File: src/hw/fifo_geom_pkg.sv
// fifo geometry definitions

package fifo_geom_pkg;

   // ------------------------------------------------------------------
   // sizes
   // ------------------------------------------------------------------
   localparam int DATA_W = 8;                // bits per stored word
   localparam int DEPTH  = 16;               // number of entries
   localparam int ADDR_W = $clog2(DEPTH);    // 4 bits, wraps at DEPTH
   localparam int CNT_W  = ADDR_W + 1;       // one extra bit so count can hold DEPTH

   // ------------------------------------------------------------------
   // types
   // ------------------------------------------------------------------

   // one word of payload
   typedef logic [DATA_W-1:0] data_t;

   // storage index, used for both write and read addresses
   typedef logic [ADDR_W-1:0] addr_t;

   // occupancy, 0 .. DEPTH
   typedef logic [CNT_W-1:0]  count_t;

   // last valid address before wrap
   localparam addr_t LAST_ADDR = addr_t'(DEPTH - 1);

   // full level as a count value
   localparam count_t FULL_CNT = count_t'(DEPTH);

endpackage

File: src/hw/fifo_flag_pkg.sv
// fifo status and handshake definitions

package fifo_flag_pkg;

   // ------------------------------------------------------------------
   // static thresholds
   // ------------------------------------------------------------------

   // afull asserts at or above this level
   localparam fifo_geom_pkg::count_t AFULL_VAL  = fifo_geom_pkg::count_t'(14);

   // aempty asserts at or below this level
   localparam fifo_geom_pkg::count_t AEMPTY_VAL = fifo_geom_pkg::count_t'(2);

   // ------------------------------------------------------------------
   // four-phase handshake state, shared by write and read side
   // ------------------------------------------------------------------
   typedef enum logic [1:0] {
      HS_IDLE = 2'd0,   // waiting for a request
      HS_ACK  = 2'd1,   // ack high, waiting for request to drop
      HS_DONE = 2'd2    // ack low again, one settle cycle before idle
   } hs_state_t;

endpackage

File: src/hw/wr_port_ctrl.sv
// fifo write side handshake
`timescale 1ns/1ps

module wr_port_ctrl (
   input  logic                 pos_clk,
   input  logic                 aresetn,
   input  logic                 wr_req_i,     // four-phase request from source
   input  fifo_geom_pkg::data_t wr_data_i,    // stable while wr_req_i high
   input  logic                 full_i,       // back-pressure from store
   output logic                 wr_ack_o,
   output logic                 push_o,       // one cycle per accepted write
   output fifo_geom_pkg::data_t push_data_o
);

   fifo_flag_pkg::hs_state_t state_q;
   fifo_flag_pkg::hs_state_t state_d;
   logic                     accept;

   // ------------------------------------------------------------------
   // accept condition
   // ------------------------------------------------------------------

   // only place that looks at full
   assign accept = (state_q == fifo_flag_pkg::HS_IDLE) && wr_req_i && !full_i;

   assign push_o      = accept;
   assign push_data_o = wr_data_i;   // source holds data until ack

   // ------------------------------------------------------------------
   // handshake fsm
   // ------------------------------------------------------------------
   always_comb begin
      state_d = state_q;
      case (state_q)
         fifo_flag_pkg::HS_IDLE: begin
            if (accept)
               state_d = fifo_flag_pkg::HS_ACK;   // word goes into store now
         end
         fifo_flag_pkg::HS_ACK: begin
            // hold ack until the source lets go
            if (!wr_req_i)
               state_d = fifo_flag_pkg::HS_DONE;
         end
         fifo_flag_pkg::HS_DONE: begin
            state_d = fifo_flag_pkg::HS_IDLE;     // ack already low
         end
         default: begin
            state_d = fifo_flag_pkg::HS_IDLE;     // unused code, recover
         end
      endcase
   end

   always_ff @(posedge pos_clk or negedge aresetn) begin
      if (!aresetn) begin
         state_q <= fifo_flag_pkg::HS_IDLE;
      end else begin
         state_q <= state_d;
      end
   end

   // ack is a pure state decode, high for the whole HS_ACK phase
   assign wr_ack_o = (state_q == fifo_flag_pkg::HS_ACK);

endmodule

File: src/hw/fifo_store.sv
// counter based fifo buffer
`timescale 1ns/1ps

module fifo_store (
   input  logic                  pos_clk,
   input  logic                  aresetn,
   input  logic                  push_i,        // never high while full
   input  fifo_geom_pkg::data_t  push_data_i,
   input  logic                  pop_i,         // never high while empty
   output fifo_geom_pkg::data_t  pop_data_o,    // changes only on a pop
   output fifo_geom_pkg::count_t count_o,
   output logic                  full_o,
   output logic                  afull_o,
   output logic                  empty_o,
   output logic                  aempty_o
);

   // storage, no reset on payload
   fifo_geom_pkg::data_t  mem [fifo_geom_pkg::DEPTH];

   fifo_geom_pkg::addr_t  waddr_q;       // next slot to write
   fifo_geom_pkg::addr_t  raddr_q;       // oldest word
   fifo_geom_pkg::count_t cnt_q;         // occupancy
   fifo_geom_pkg::count_t cnt_nxt;       // occupancy after this edge
   fifo_geom_pkg::data_t  pop_data_q;

   logic full_q;
   logic afull_q;
   logic empty_q;
   logic aempty_q;
   logic cnt_upd;                        // push and pop differ

   // ------------------------------------------------------------------
   // storage array
   // ------------------------------------------------------------------
   always_ff @(posedge pos_clk) begin
      if (push_i)
         mem[waddr_q] <= push_data_i;
   end

   // registered read port, loaded on pop only
   always_ff @(posedge pos_clk) begin
      if (pop_i)
         pop_data_q <= mem[raddr_q];
   end

   assign pop_data_o = pop_data_q;

   // ------------------------------------------------------------------
   // write and read addresses, each wraps at DEPTH
   // ------------------------------------------------------------------
   always_ff @(posedge pos_clk or negedge aresetn) begin
      if (!aresetn) begin
         waddr_q <= '0;
      end else if (push_i) begin
         if (waddr_q == fifo_geom_pkg::LAST_ADDR)
            waddr_q <= '0;
         else
            waddr_q <= waddr_q + 1'b1;
      end
   end

   always_ff @(posedge pos_clk or negedge aresetn) begin
      if (!aresetn) begin
         raddr_q <= '0;
      end else if (pop_i) begin
         if (raddr_q == fifo_geom_pkg::LAST_ADDR)
            raddr_q <= '0;
         else
            raddr_q <= raddr_q + 1'b1;
      end
   end

   // ------------------------------------------------------------------
   // occupancy counter
   // ------------------------------------------------------------------
   assign cnt_upd = push_i ^ pop_i;      // both at once: level unchanged

   always_comb begin
      cnt_nxt = cnt_q;
      if (push_i && !pop_i)
         cnt_nxt = cnt_q + fifo_geom_pkg::count_t'(1);   // up on write
      else if (pop_i && !push_i)
         cnt_nxt = cnt_q - fifo_geom_pkg::count_t'(1);   // down on read
   end

   always_ff @(posedge pos_clk or negedge aresetn) begin
      if (!aresetn) begin
         cnt_q <= '0;
      end else if (cnt_upd) begin
         cnt_q <= cnt_nxt;
      end
   end

   assign count_o = cnt_q;

   // ------------------------------------------------------------------
   // status flags
   // ------------------------------------------------------------------

   // flags come from the next count, so they line up with count_o
   always_ff @(posedge pos_clk or negedge aresetn) begin
      if (!aresetn) begin
         full_q   <= 1'b0;
         afull_q  <= 1'b0;
         empty_q  <= 1'b1;     // empty out of reset
         aempty_q <= 1'b1;
      end else if (cnt_upd) begin
         full_q   <= (cnt_nxt == fifo_geom_pkg::FULL_CNT);
         afull_q  <= (cnt_nxt >= fifo_flag_pkg::AFULL_VAL);
         empty_q  <= (cnt_nxt == '0);
         aempty_q <= (cnt_nxt <= fifo_flag_pkg::AEMPTY_VAL);
      end
   end

   assign full_o   = full_q;
   assign afull_o  = afull_q;
   assign empty_o  = empty_q;
   assign aempty_o = aempty_q;

endmodule

File: src/hw/rd_port_ctrl.sv
// fifo read side handshake
`timescale 1ns/1ps

module rd_port_ctrl (
   input  logic                 pos_clk,
   input  logic                 aresetn,
   input  logic                 rd_req_i,     // four-phase request from sink
   input  logic                 empty_i,      // back-pressure from store
   input  fifo_geom_pkg::data_t pop_data_i,   // registered in store on pop
   output logic                 rd_ack_o,     // rd_data_o valid while high
   output logic                 pop_o,        // one cycle per accepted read
   output fifo_geom_pkg::data_t rd_data_o
);

   fifo_flag_pkg::hs_state_t state_q;
   fifo_flag_pkg::hs_state_t state_d;
   logic                     accept;

   // ------------------------------------------------------------------
   // accept condition
   // ------------------------------------------------------------------

   // a read on an empty fifo just waits here
   assign accept = (state_q == fifo_flag_pkg::HS_IDLE) && rd_req_i && !empty_i;

   assign pop_o = accept;

   // store holds this register until the next pop,
   // and no pop can happen before the ack has dropped
   assign rd_data_o = pop_data_i;

   // ------------------------------------------------------------------
   // handshake fsm
   // ------------------------------------------------------------------
   always_comb begin
      state_d = state_q;
      case (state_q)
         fifo_flag_pkg::HS_IDLE: begin
            if (accept)
               state_d = fifo_flag_pkg::HS_ACK;   // data lands in pop register
         end
         fifo_flag_pkg::HS_ACK: begin
            if (!rd_req_i)
               state_d = fifo_flag_pkg::HS_DONE;  // sink has taken the word
         end
         fifo_flag_pkg::HS_DONE: begin
            state_d = fifo_flag_pkg::HS_IDLE;
         end
         default: begin
            state_d = fifo_flag_pkg::HS_IDLE;
         end
      endcase
   end

   always_ff @(posedge pos_clk or negedge aresetn) begin
      if (!aresetn) begin
         state_q <= fifo_flag_pkg::HS_IDLE;
      end else begin
         state_q <= state_d;
      end
   end

   // ack visible the cycle after the accept edge
   assign rd_ack_o = (state_q == fifo_flag_pkg::HS_ACK);

endmodule

File: src/hw/scntr_fifo_top.sv
// synchronous counter fifo top
`timescale 1ns/1ps

module scntr_fifo_top (
   input  logic                  pos_clk,
   input  logic                  aresetn,
   input  logic                  wr_req_i,
   input  fifo_geom_pkg::data_t  wr_data_i,
   input  logic                  rd_req_i,
   output logic                  wr_ack_o,
   output logic                  rd_ack_o,
   output fifo_geom_pkg::data_t  rd_data_o,
   output fifo_geom_pkg::count_t count_o,
   output logic                  full_o,
   output logic                  afull_o,
   output logic                  empty_o,
   output logic                  aempty_o
);

   // producer to buffer
   logic                 push;
   fifo_geom_pkg::data_t push_data;

   // buffer to consumer
   logic                 pop;
   fifo_geom_pkg::data_t pop_data;

   // ------------------------------------------------------------------
   // write side
   // ------------------------------------------------------------------
   wr_port_ctrl u_wr_port_ctrl (
      .pos_clk     (pos_clk),
      .aresetn     (aresetn),
      .wr_req_i    (wr_req_i),
      .wr_data_i   (wr_data_i),
      .full_i      (full_o),      // full flag doubles as write back-pressure
      .wr_ack_o    (wr_ack_o),
      .push_o      (push),
      .push_data_o (push_data)
   );

   // buffer, counter and flags
   fifo_store u_fifo_store (
      .pos_clk     (pos_clk),
      .aresetn     (aresetn),
      .push_i      (push),
      .push_data_i (push_data),
      .pop_i       (pop),
      .pop_data_o  (pop_data),
      .count_o     (count_o),
      .full_o      (full_o),
      .afull_o     (afull_o),
      .empty_o     (empty_o),
      .aempty_o    (aempty_o)
   );

   // ------------------------------------------------------------------
   // read side
   // ------------------------------------------------------------------
   rd_port_ctrl u_rd_port_ctrl (
      .pos_clk    (pos_clk),
      .aresetn    (aresetn),
      .rd_req_i   (rd_req_i),
      .empty_i    (empty_o),      // read waits while empty
      .pop_data_i (pop_data),
      .rd_ack_o   (rd_ack_o),
      .pop_o      (pop),
      .rd_data_o  (rd_data_o)
   );

endmodule

File: config.mk
export PLATFORM = sky130hd
export DESIGN_NAME = scntr_fifo_top
export DESIGN_NICKNAME = d
export VERILOG_FILES = /design/src/hw/fifo_geom_pkg.sv /design/src/hw/fifo_flag_pkg.sv /design/src/hw/wr_port_ctrl.sv /design/src/hw/fifo_store.sv /design/src/hw/rd_port_ctrl.sv /design/src/hw/scntr_fifo_top.sv
export SDC_FILE = /design/constraint.sdc
export NUM_CORES = 1
export LEC_CHECK = 0
export BUFFER_PORTS_ARGS = -buffer_cell sky130_fd_sc_hd__buf_2
export CORE_MARGIN = 5
export CORE_UTILIZATION = 61
export CTS_CLUSTER_DIAMETER = 80
export DETAILED_ROUTE_END_ITERATION = 10
export GPL_TIMING_DRIVEN = 0
export PLACE_DENSITY = 0.79
export SYNTH_ARGS = -nofsm -noshare
export SYNTH_HDL_FRONTEND = slang
export SYNTH_SLANG_ARGS = --single-unit
File: constraint.sdc
create_clock -name pos_clk -period 3.4 [get_ports pos_clk]
set_input_delay 0.34 -clock pos_clk [delete_from_list [all_inputs] [get_ports pos_clk]]
set_output_delay 0.34 -clock pos_clk [all_outputs]
set_load 0.02 [all_outputs]
==> summary.md, run 1 <==
| Metric | Value |
|---|---|
| Status | finished, final reports clean |
| Post-route clock period utilization | 93.91% |
| MaxCap Viol Count | 0 |
| Root Driver | clkbuf_8 |
| Synth unique cells | 44 |
| Slew at the pin closest to its max-slew limit | about 1300 ps |
| Synth Warn # | 0 |
| Main synth FF type | edfxtp_1 |
| Total leakage power | between 2 and 3 nW |
| Worst Hold Class | in2reg |
| CTS tree | built |
| Synth-to-Final Area Change | 15.72% |
| Setup CP Type | reg2reg |
| Placeable Area | a little over 10000 um^2 |
| Pre-Repair DR Iteration Count | 7 |
| Post-synth ARST share | a little over an eighth |
| Syn Inst Count | between 300 and 400 |
| Die Wd | ~110 um |
| Initial Util | a little over three fifths |
| Vias in the first global route | about 3600 |
| Area leader, netlist | edfxtp_1 |
| Fillers | 564 |
| Final core occ | slightly above 70% |
| GPL Wtd Cong | 0.8050 |
| DRC viols | 0 |
| Setup violations, final | 0 |
| Fin crit period | 3193 ps |
| Max clock buf depth | 2 |
| Worst-path fanout max | 15 |
| HPWL after detailed placement | around 8500 um |
| CTS Buf Count | 17 |
| Layout cells sized above 1 | between 20% and 30% |
| Pwr dens | 840.7 nW/um^2 |
| Yosys reg bits | 157 |
| IO buf count | 30 |
| RSZ-0062 raised after global routing | no |
| Peak supply drop | 455.6 uV |
| DRT antenna net count | 0 |
| DR vias | 3446 |
| I/O pins | 31 |
| Routed len/inst | approximately 24 um |
| Synth top area share | 63.10% |
| EDFF count, synth | 136 |
| Final-stage net count | 413 |
| Seq/Total Area, Yosys | ~71% |
| Worst EP required | 3810 ps |
| GRT Resource Usage Total | a little under a quarter |
| Setup TNS | 0 ps |
| Max Clock Skew | 6.618 ps |
| Final Hold Fails | 0 |
| Type of origin of the critical path | flop |
| Slew Viols, Final | 0 |
| N_diodes | 0 |
| Worst setup EP type | flop |
| Slew Limit Headroom | roughly an eighth |
| Avg Inst Size Synth | about 19 um^2 |
| Number of vias per cell | 6.381 |
| Largest net degree at the start of global routing | 22 |
| GR Overflow Total | 0 |
| Die Y | 113.0 um |
| Synth area leaders | edfxtp_1 (63%), mux4_1 (8.9%), dfrtp_1 (7.3%), mux4_2 (6.3%), ha_1 (1.7%) |
| WL final | approximately 13000 um |
| First-pass GRT wire length | about 21000 um |
| Skew-Pair Late Insertion Delay | 520 ps |
| Iteration-0 DRC Markers | about 320 |
| Die area | 12770 um^2 |
| Htree depth | 4 |
| # rows | 37 |
| Syn nets | about 360 |
| Fmax | 313.2 MHz |
| Mapped Area | ~6500 um^2 |
| Clock Sinks | 157 |
| Critical path arrival | between 3000 and 4000 ps |
| Initial antenna violation count | 0 |
| CTS clk-pin slew, worst paths | around 60 ps |
[registers in the layout, indices dropped and copies added, names as in the netlist]
| name | count |
|---|---|
| u_fifo_store.mem | 128 |
| u_fifo_store.count_o | 5 |
| u_fifo_store.waddr_q | 4 |
| u_wr_port_ctrl.state_q | 2 |
| u_fifo_store.empty_o | 1 |
| u_fifo_store.aempty_o | 1 |
| u_fifo_store.pop_data_o | 8 |
| u_fifo_store.afull_o | 1 |
| u_fifo_store.raddr_q | 4 |
| u_rd_port_ctrl.state_q | 2 |
| u_fifo_store.full_o | 1 |
[path summary, 6_finish.rpt]
| check | from | end | slack (ps) | cells past startpoint |
|---|---|---|---|---|
| setup / recovery | u_rd_port_ctrl.state_q[0] | u_fifo_store.full_o | 210 | 8 |
| hold / removal | wr_data_i[2] | u_fifo_store.mem[14][2] | 200 | 1 |
| setup reg to reg | u_rd_port_ctrl.state_q[0] | u_fifo_store.full_o | 210 | 8 |
| hold reg to reg | u_wr_port_ctrl.state_q[1] | u_wr_port_ctrl.state_q[0] | 460 | 1 |
| max in group asynchronous | aresetn | u_fifo_store.empty_o | 2740 | 2 |
| min in group asynchronous | aresetn | u_fifo_store.waddr_q[3] | 310 | 2 |
[layer usage]
metal / wire (um) / global-route usage, % / up-vias / share of wire (%)
met5: 0 / 0 / - / 0
met3: 891 / 4.332 / 32 / 6.8
met4: 282 / 8.093 / 0 / 2.1
li1: - / - / 1484 / -
met2: 6812 / 36.73 / 171 / 52
met1: 5170 / 31.07 / 1759 / 39
[worst max-delay path, stage by stage (launching register included)]
cell      delay, ps
dfrtp_1         410
nor4b_4         840
inv_1           280
ha_1            330
buf_2           200
nand3b_1        190
a211oi_1        410
a21oi_1         160
a32o_1          260
[layout by cell type (no fill, tap or decap), types with 5 or more instances in the layout]
cell type	count
a21oi_1	7
and2_1	5
buf_2	33
clkbuf_1	8
clkbuf_16	16
dfrtp_1	19
edfxtp_1	136
ha_1	9
inv_1	11
mux4_1	22
mux4_2	18
nand2_1	18
nand3_1	6
nor2_1	13
nor2b_1	6
o21ai_0	6
xnor2_1	5
[per-stage QoR]
stage | instances | cell area [um^2] | hold WS, ps | worst slack, ps | power [mW]
after detailed placement | 506 | 6857 | 325.4 | 267.3 | 4.373
after CTS | 540 | 7485 | 184.6 | 203.6 | 6.315
after global routing | 540 | 7490 | 200.2 | 21.74 | 6.575
final | 540 | 7490 | 202.1 | 207.1 | 6.297
after global placement | 502 | 6793 | 319.4 | -160.8 | 4.245
after floorplan | 336 | 6472 | 44.41 | 614.9 | 3.821
[synth_stat cells, drive strengths merged, types with 6 or more instances]
library cell and n:
a21oi 7, buf 9, clkbuf 8, dfrtp 19, edfxtp 136, ha 9, inv 12, mux4 40
nand2 18, nand3 6, nor2 13, nor2b 6, o21ai 6
[cell type report]
cell class                      count  area, um^2  share of cell area (%)
Buffer                             17       113.9                   1.520
Clock inverter                     14       183.9                   2.456
Timing Repair Buffer               37       210.2                   2.807
Multi-Input combinational cell    150        1740                   23.24
Clock buffer                       17       414.1                   5.530
Tap cell                          136       170.2                   2.272
Sequential cell                   157        4612                   61.58
Inverter                           12       45.04                  0.6014
[report_power, final]
group / switching, mW / leakage, nW / internal, mW / total (mW)
Combinational: 1.07 / 0.862 / 0.813 / 1.89
Sequential: 0.143 / 1.48 / 2.37 / 2.51
Clock: 0.768 / 0.285 / 1.13 / 1.90
[what timing repair did]
action / 4_1_cts / 5_1_grt
hold buffers: 3 / 0
hold endpoints to repair: 21 / 0
setup endpoints to repair: 0 / 0
buffers inserted: 0 / 0
gates resized for setup: 0 / 0
[kinds of logic (layout without fill, tap and decap cells)]
logic type,after synthesis,in the layout,share of synthesized area (%)
AO/OA/AOI/OAI,26,26,2.881
multiplexers,40,40,15.19
flip-flops,157,157,71.25
buffers and inverters,29,97,2.455
adder cells (fa/ha/maj),9,9,1.740
XOR/XNOR,7,7,0.9472
AND/OR/NAND/NOR,68,68,5.529
Note: power is estimated with default switching activity, not from simulation.
==> run 2: changes to the inputs <==
--- a/config.mk
+++ b/config.mk
@@ -5,13 +5,14 @@
 export SDC_FILE = /design/constraint.sdc
 export NUM_CORES = 1
 export LEC_CHECK = 0
-export BUFFER_PORTS_ARGS = -buffer_cell sky130_fd_sc_hd__buf_2
+export BUFFER_PORTS_ARGS = -buffer_cell sky130_fd_sc_hd__clkbuf_2
 export CORE_MARGIN = 5
 export CORE_UTILIZATION = 61
 export CTS_CLUSTER_DIAMETER = 80
 export DETAILED_ROUTE_END_ITERATION = 10
 export GPL_TIMING_DRIVEN = 0
 export PLACE_DENSITY = 0.79
+export SKIP_CTS_REPAIR_TIMING = 1
 export SYNTH_ARGS = -nofsm -noshare
 export SYNTH_HDL_FRONTEND = slang
 export SYNTH_SLANG_ARGS = --single-unit
==> run 2 against run 1 <==
Non-clock buffer count up 2. Setup slack better by 300 ps. Clock skew increased by 0.61 ps. Utilization hardly changed. Critical path type unchanged. Critical endpoint is now u_fifo_store.aempty_o. Largest cell class unchanged. Largest power group unchanged. Highest routed layer is now met5.
==> summary.md, run 2 (same netlist as run 1, synthesis figures left out) <==
| Metric | Value |
|---|---|
| GPL Wtd Cong | 0.8021 (-0.36%) |
| GRT Resource Usage Total | 23.11% (+0.51 points) |
| Setup violations, final | 0 (unchanged) |
| Hold Path End | u_fifo_store.mem[11][7] |
| Setup ws final | 505.6 ps (+298.4 ps) |
| Pwr dens | 835.0 nW/um^2 (-0.68%) |
| HPWL after detailed placement | 8550 um (+1.0%) |
| Worst reg2reg path startpoint | u_wr_port_ctrl.state_q[1] |
| Final Hold Fails | 0 (unchanged) |
| Capturing point of the worst reg2reg path | u_fifo_store.aempty_o |
| Number of vias per cell | 6.374 (-0.12%) |
| GR Overflow Total | 0 (unchanged) |
| Inst Count DP | 506 (unchanged) |
| Crit path max-delay family | compound AO/OA/AOI/OAI gates |
| Root Driver | clkbuf_8 |
| Worst EP required | 3860 ps (+50 ps) |
| IO buf count | 30 (unchanged) |
| CTS tree | built |
| Critical path arrival | 3360 ps (-240 ps) |
| Placeable Area | 10320 um^2 (unchanged) |
| Status | finished, final reports clean |
| Post-route clock period utilization | 85.13% (-8.8 points) |
| Pre-Repair DR Iteration Count | 6 (-1) |
| Reg with most FFs | u_fifo_store.mem |
| Initial Util | 62.70% (unchanged) |
| Slew Viols, Final | 0 (unchanged) |
| Worst path cell trace | or4b_1, buf_2, inv_2, ha_1, buf_2, nor2_1, a311o_1, a21oi_1, a32o_1 |
| Reg area | 4612 um^2 (unchanged) |
| Worst min-delay path startpoint | wr_data_i[7] |
| WL final | 13670 um (+3.9%) |
| Iteration-0 DRC Markers | 301 (-4.7%) |
| R2R cell count | 9 (+1) |
| Max clock buf depth | 2 (unchanged) |
| Routed len/inst | 25.17 um (+3.3%) |
| DR vias | 3461 (+0.44%) |
| I/O pins | 31 (unchanged) |
| Die area | 12770 um^2 (unchanged) |
| Final-stage net count | 415 (+0.48%) |
| Initial antenna violation count | 2 (+2) |
| Slew Limit Headroom | 16.32% (+3.9 points) |
| Die Wd | 113.0 um (unchanged) |
| Setup CP Type | reg2reg |
| Vias in the first global route | 3490 (-1.8%) |
| Final Power | 6.255 mW (-0.67%) |
| Fin crit period | 2894 ps (-298.4 ps) |
| Skew-Pair Late Insertion Delay | 530 ps (about the same) |
| Most frequent cells in the layout | edfxtp_1 (136), clkbuf_2 (30), mux4_1 (22) |
| Clock Sinks | 157 (unchanged) |
| First-pass GRT wire length | 21270 um (+1.3%) |
| RSZ-0062 raised after global routing | no |
| Slew at the pin closest to its max-slew limit | 1246 ps (-57.44 ps) |
| Die Y | 113.0 um (unchanged) |
| Max Clock Skew | 7.223 ps (+0.6056 ps) |
| Largest net degree at the start of global routing | 22 (unchanged) |
| Footprint of the multi-input gates | 1735 um^2 (-0.29%) |
| Layout Cells excl Fill | 543 (+0.56%) |
| Htree depth | 4 (unchanged) |
| Fillers | 588 (+4.3%) |
| CTS clk-pin slew, worst paths | 70 ps (about the same) |
| Number of buffers and inverters on the critical path | 3 (+1) |
| Commonest non-fill, non-tap cell in the layout | edfxtp_1 |
| Reg2reg setup slack | 510 ps (+300 ps) |
| Max stage delay on crit path | 510 ps (-330 ps) |
| DRC viols | 0 (unchanged) |
| MaxCap Viol Count | 0 (unchanged) |
| Max FFs per register | 128 (unchanged) |
| Worst hold stages | 1 (unchanged) |
| CTS Buf Count | 17 (unchanged) |
| Pre-CTS WS | 202.8 ps (-64.54 ps) |
| N_diodes | 0 (unchanged) |
| Worst setup EP type | flop |
| DRT antenna net count | 0 (unchanged) |
| # rows | 37 (unchanged) |
| Peak supply drop | 425.4 uV (-6.6%) |
| Total leakage power | 2.643 nW (+0.44%) |
| Worst Hold Class | in2reg |
| Crit path top cell by count | buf_2 |
| Type of origin of the critical path | flop |
| Fmax | 345.5 MHz (+10%) |
| Layout cells sized above 1 | 25.06% (+0.31 points) |
| Worst path slowest cell | or4b_1 |
| Synth-to-Final Area Change | 15.74% (about the same) |
| Worst-path fanout max | 10 (-5) |
run 2: cell count changes in the layout (fill, tap and decap cells not counted):
cell	before	now
clkinvlp_4	3	1
buf_4	4	6
nor3_2	1	0
clkinv_2	1	0
nor3_1	3	4
buf_2	33	3
bufinv_16	3	0
clkbuf_2	0	30
inv_8	2	6
inv_6	3	2
clkinv_8	0	4
run 2: layout make-up:
cell class,instances,area share [%]
multi-input combinational,150,23.17
sequential,157,61.57
buffer,17,1.520
tap,136,2.272
inverter,12,0.6013
timing repair buffer,39,3.007
clock buffer,17,5.529
clock inverter,15,2.338
run 2: layer usage:
layer	share of wire [%]	track usage (%)	vias to the layer above
met2	51	37.52	178
li1	-	-	1494
met4	2.6	8.974	4
met3	8.1	6.364	37
met1	38	30.13	1748
met5	0.23	0	-
run 2: how the worst max path moves through the flow:
stage / from / end / slack, ps / cells past startpoint
after floorplan: u_rd_port_ctrl.state_q[0] / u_fifo_store.full_o / 610 / 8
after global placement: rd_req_i / u_fifo_store.full_o / -170 / 9
after detailed placement: u_rd_port_ctrl.state_q[0] / u_fifo_store.full_o / 200 / 8
after CTS: u_rd_port_ctrl.state_q[0] / u_fifo_store.full_o / 210 / 8
after global routing: u_wr_port_ctrl.state_q[1] / u_fifo_store.mem[6][6] / 390 / 5
final: u_wr_port_ctrl.state_q[1] / u_fifo_store.aempty_o / 510 / 9
run 2: power by group:
group          total, mW  switching [mW]  internal (mW)
clock               1.84           0.879          0.958
combinational       1.91            1.09          0.822
sequential          2.51           0.142           2.37
total               6.25            2.11           4.15
run 2: through the flow:
| stage | hold WS (ps) | utilization, % | instance area [um^2] | TNS [ps] |
|---|---|---|---|---|
| 6_report | 243.3 | 72.56 | 7491 | 0 |
| 5_1_grt | 266.1 | 72.56 | 7491 | 0 |
| 4_1_cts | -224.1 | 72.12 | 7446 | 0 |
| 3_5_place_dp | 342.0 | 66.42 | 6857 | 0 |
| 3_3_place_gp | 342.3 | 65.80 | 6793 | -507.2 |
| 2_1_floorplan | 44.41 | - | 6472 | 0 |
==> run 3: changes to the inputs <==
--- a/config.mk
+++ b/config.mk
@@ -7,11 +7,10 @@
 export LEC_CHECK = 0
 export BUFFER_PORTS_ARGS = -buffer_cell sky130_fd_sc_hd__clkbuf_2
 export CORE_MARGIN = 5
-export CORE_UTILIZATION = 61
+export CORE_UTILIZATION = 45
 export CTS_CLUSTER_DIAMETER = 80
 export DETAILED_ROUTE_END_ITERATION = 10
 export GPL_TIMING_DRIVEN = 0
-export PLACE_DENSITY = 0.79
 export SKIP_CTS_REPAIR_TIMING = 1
 export SYNTH_ARGS = -nofsm -noshare
 export SYNTH_HDL_FRONTEND = slang
==> constraint.sdc (replaced) <==
create_clock -name pos_clk -period 3.1 [get_ports pos_clk]
set_input_delay 0.31 -clock pos_clk [delete_from_list [all_inputs] [get_ports pos_clk]]
set_output_delay 0.31 -clock pos_clk [all_outputs]
set_load 0.02 [all_outputs]
==> run 3 against run 2 <==
Count of clock-buffer cells in the layout increased by 2. Via count fell by 6.6%. Fmax rose by 1.8%. Clock skew hardly changed. Non-clock buffer count shrank 2. Critical path type unchanged. Highest routed layer is now met4.
==> summary.md, run 3 (same netlist as run 1, synthesis figures left out) <==
| Metric | Value |
|---|---|
| Status | finished, final reports clean |
| Synth-to-Final Area Change | 16.16% |
| Initial antenna violation count | 0 (-2) |
| Slew at the pin closest to its max-slew limit | 1282 ps (+36.80 ps) |
| Setup violations, final | 0 (unchanged) |
| Post-route clock period utilization | 91.72% (+6.6 points) |
| Worst setup EP type | flop |
| Fillers | 1117 (+90%) |
| Inst Count DP | 550 (+8.7%) |
| # rows | 43 (+16%) |
| Total leakage power | 2.624 nW (-0.72%) |
| Fin Hold WS | 73.44 ps (-169.8 ps) |
| GRT Resource Usage Total | 15.92% (-7.2 points) |
| Worst Hold Class | in2reg |
| Skew-Pair Late Insertion Delay | 420 ps (-110 ps) |
| Combinational group share of total power | 29.6% (-0.9 points) |
| Pre-CTS WS | 42.36 ps (-160.4 ps) |
| RSZ-0062 raised after global routing | no |
| Final Hold Fails | 0 (unchanged) |
| I/O pins | 31 (unchanged) |
| Max FFs per register | 128 (unchanged) |
| CTS tree | built |
| P_sw | 2.044 mW (-3.0%) |
| Layout Cell Area excl Fill | 7518 um^2 (+0.37%) |
| Root Driver | clkbuf_16 |
| Final-stage net count | 413 (-0.48%) |
| IO buf count | 30 (unchanged) |
| Wire length on met2 | 5835 um (-16%) |
| Max Clock Skew | 6.821 ps (-0.4019 ps) |
| Die Wd | 129.9 um (+15%) |
| Most frequent cells in the layout | edfxtp_1 (136), clkbuf_2 (30), mux4_1 (22) |
| DRT antenna net count | 0 (unchanged) |
| WL final | 12300 um (-10%) |
| DRC viols | 0 (unchanged) |
| Die area | 16880 um^2 (+32%) |
| Clk network pwr share | 30.0% (+0.6 points) |
| Clock Sinks | 157 (unchanged) |
| Final core occ | 53.75% (-19 points) |
| Net Sw Frac | 30.11% (-3.6 points) |
| Max clock buf depth | 2 (unchanged) |
| DR vias | 3233 (-6.6%) |
| Pint | 4.743 mW (+14%) |
| Type of origin of the critical path | flop |
| Worst EP required | 3120 ps (-740 ps) |
| Pre-Repair DR Iteration Count | 4 (-2) |
| Pwr dens | 902.7 nW/um^2 (+8.1%) |
| Worst hold stages | 2 (+1) |
| Setup CP Type | reg2reg |
| DR top layer | met4 |
| Metal3 WL | 837 um (-24%) |
| Die Y | 129.9 um (+15%) |
| Area post-placement | 6912 um^2 (+0.80%) |
| Htree depth | 4 (unchanged) |
| Footprint of the multi-input gates | 1740 um^2 (+0.29%) |
| Largest net degree at the start of global routing | 22 (unchanged) |
| Setup TNS | 0 ps (unchanged) |
| Placeable Area | 13990 um^2 (+35%) |
| Fmax | 351.7 MHz (+1.8%) |
| Commonest non-fill, non-tap cell in the layout | edfxtp_1 |
| Peak supply drop | 414.5 uV (-2.6%) |
| Reg area | 4612 um^2 (unchanged) |
| Layout Cells excl Fill | 583 (+7.4%) |
| Number of vias per cell | 5.545 (-13%) |
| Slew Viols, Final | 0 (unchanged) |
| Iteration-0 DRC Markers | 288 (-4.3%) |
| R2R cell count | 5 (-4) |
| Initial Util | 46.27% (-16 points) |
| Worst-path fanout max | 8 (-2) |
| CTS clk-pin slew, worst paths | 60 ps (about the same) |
| Reg with most FFs | u_fifo_store.mem |
| Fin crit period | 2843 ps (-51.25 ps) |
| HPWL after detailed placement | 8435 um (-1.3%) |
| Critical path arrival | 2870 ps (-490 ps) |
| Sequential power share | 40.4% (+0.3 points) |
| MaxCap Viol Count | 0 (unchanged) |
| Layout cells sized above 1 | 24.07% (-0.99 points) |
| Routed len/inst | 21.09 um (-16%) |
| Met1 Routed Length | 5436 um (+3.7%) |
| N_diodes | 0 (unchanged) |
| GPL Wtd Cong | 0.7435 (-7.3%) |
| Vias in the first global route | 3320 (-4.9%) |
| Final Power | 6.787 mW (+8.5%) |
| First-pass GRT wire length | 19320 um (-9.2%) |
| Slew Limit Headroom | 13.85% (-2.5 points) |
| GR Overflow Total | 0 (unchanged) |
| CTS Buf Count | 17 (unchanged) |
| Setup ws final | 256.8 ps (-248.7 ps) |
[run 3: cell type report]
cell class	count	area share, %
repair buffers	37	2.729
well taps	180	2.996
clock buffers	19	5.758
clock inverters	11	1.914
inverters	12	0.5991
plain buffers	17	1.514
flip-flops and latches	157	61.34
multi-input cells	150	23.15
[run 3: critical path, stage by stage, from the launching register on]
cell and delay, ps:
dfrtp_1 390, or4b_1 520, buf_2 210, inv_2 160, nand2_1 170, nor3_1 1010
[run 3: worst paths after layout]
path	from	to	slack, ps
max	u_wr_port_ctrl.state_q[1]	u_fifo_store.mem[5][7]	260
min	wr_req_i	u_wr_port_ctrl.state_q[1]	70
max reg2reg	u_wr_port_ctrl.state_q[1]	u_fifo_store.mem[5][7]	260
min reg2reg	u_wr_port_ctrl.state_q[1]	u_wr_port_ctrl.state_q[0]	460
max in group asynchronous	aresetn	u_fifo_store.empty_o	2310
min in group asynchronous	aresetn	u_fifo_store.full_o	420
[run 3: power by group through the flow]
stage / combinational (mW) / sequential, mW / clock [mW]
after floorplan: 1.31 / 2.88 / 0
after global placement: 1.96 / 2.77 / 0
after detailed placement: 2.02 / 2.79 / 0
after CTS: 2.03 / 2.75 / 2.07
after global routing: 2.20 / 2.77 / 2.17
final: 2.01 / 2.74 / 2.03
[run 3: per-layer routing]
| layer | GRT usage, % | up-vias |
|---|---|---|
| li1 | - | 1477 |
| met4 | 5.501 | 0 |
| met3 | 4.462 | 17 |
| met5 | 0 | - |
| met1 | 22.40 | 1658 |
| met2 | 24.17 | 81 |
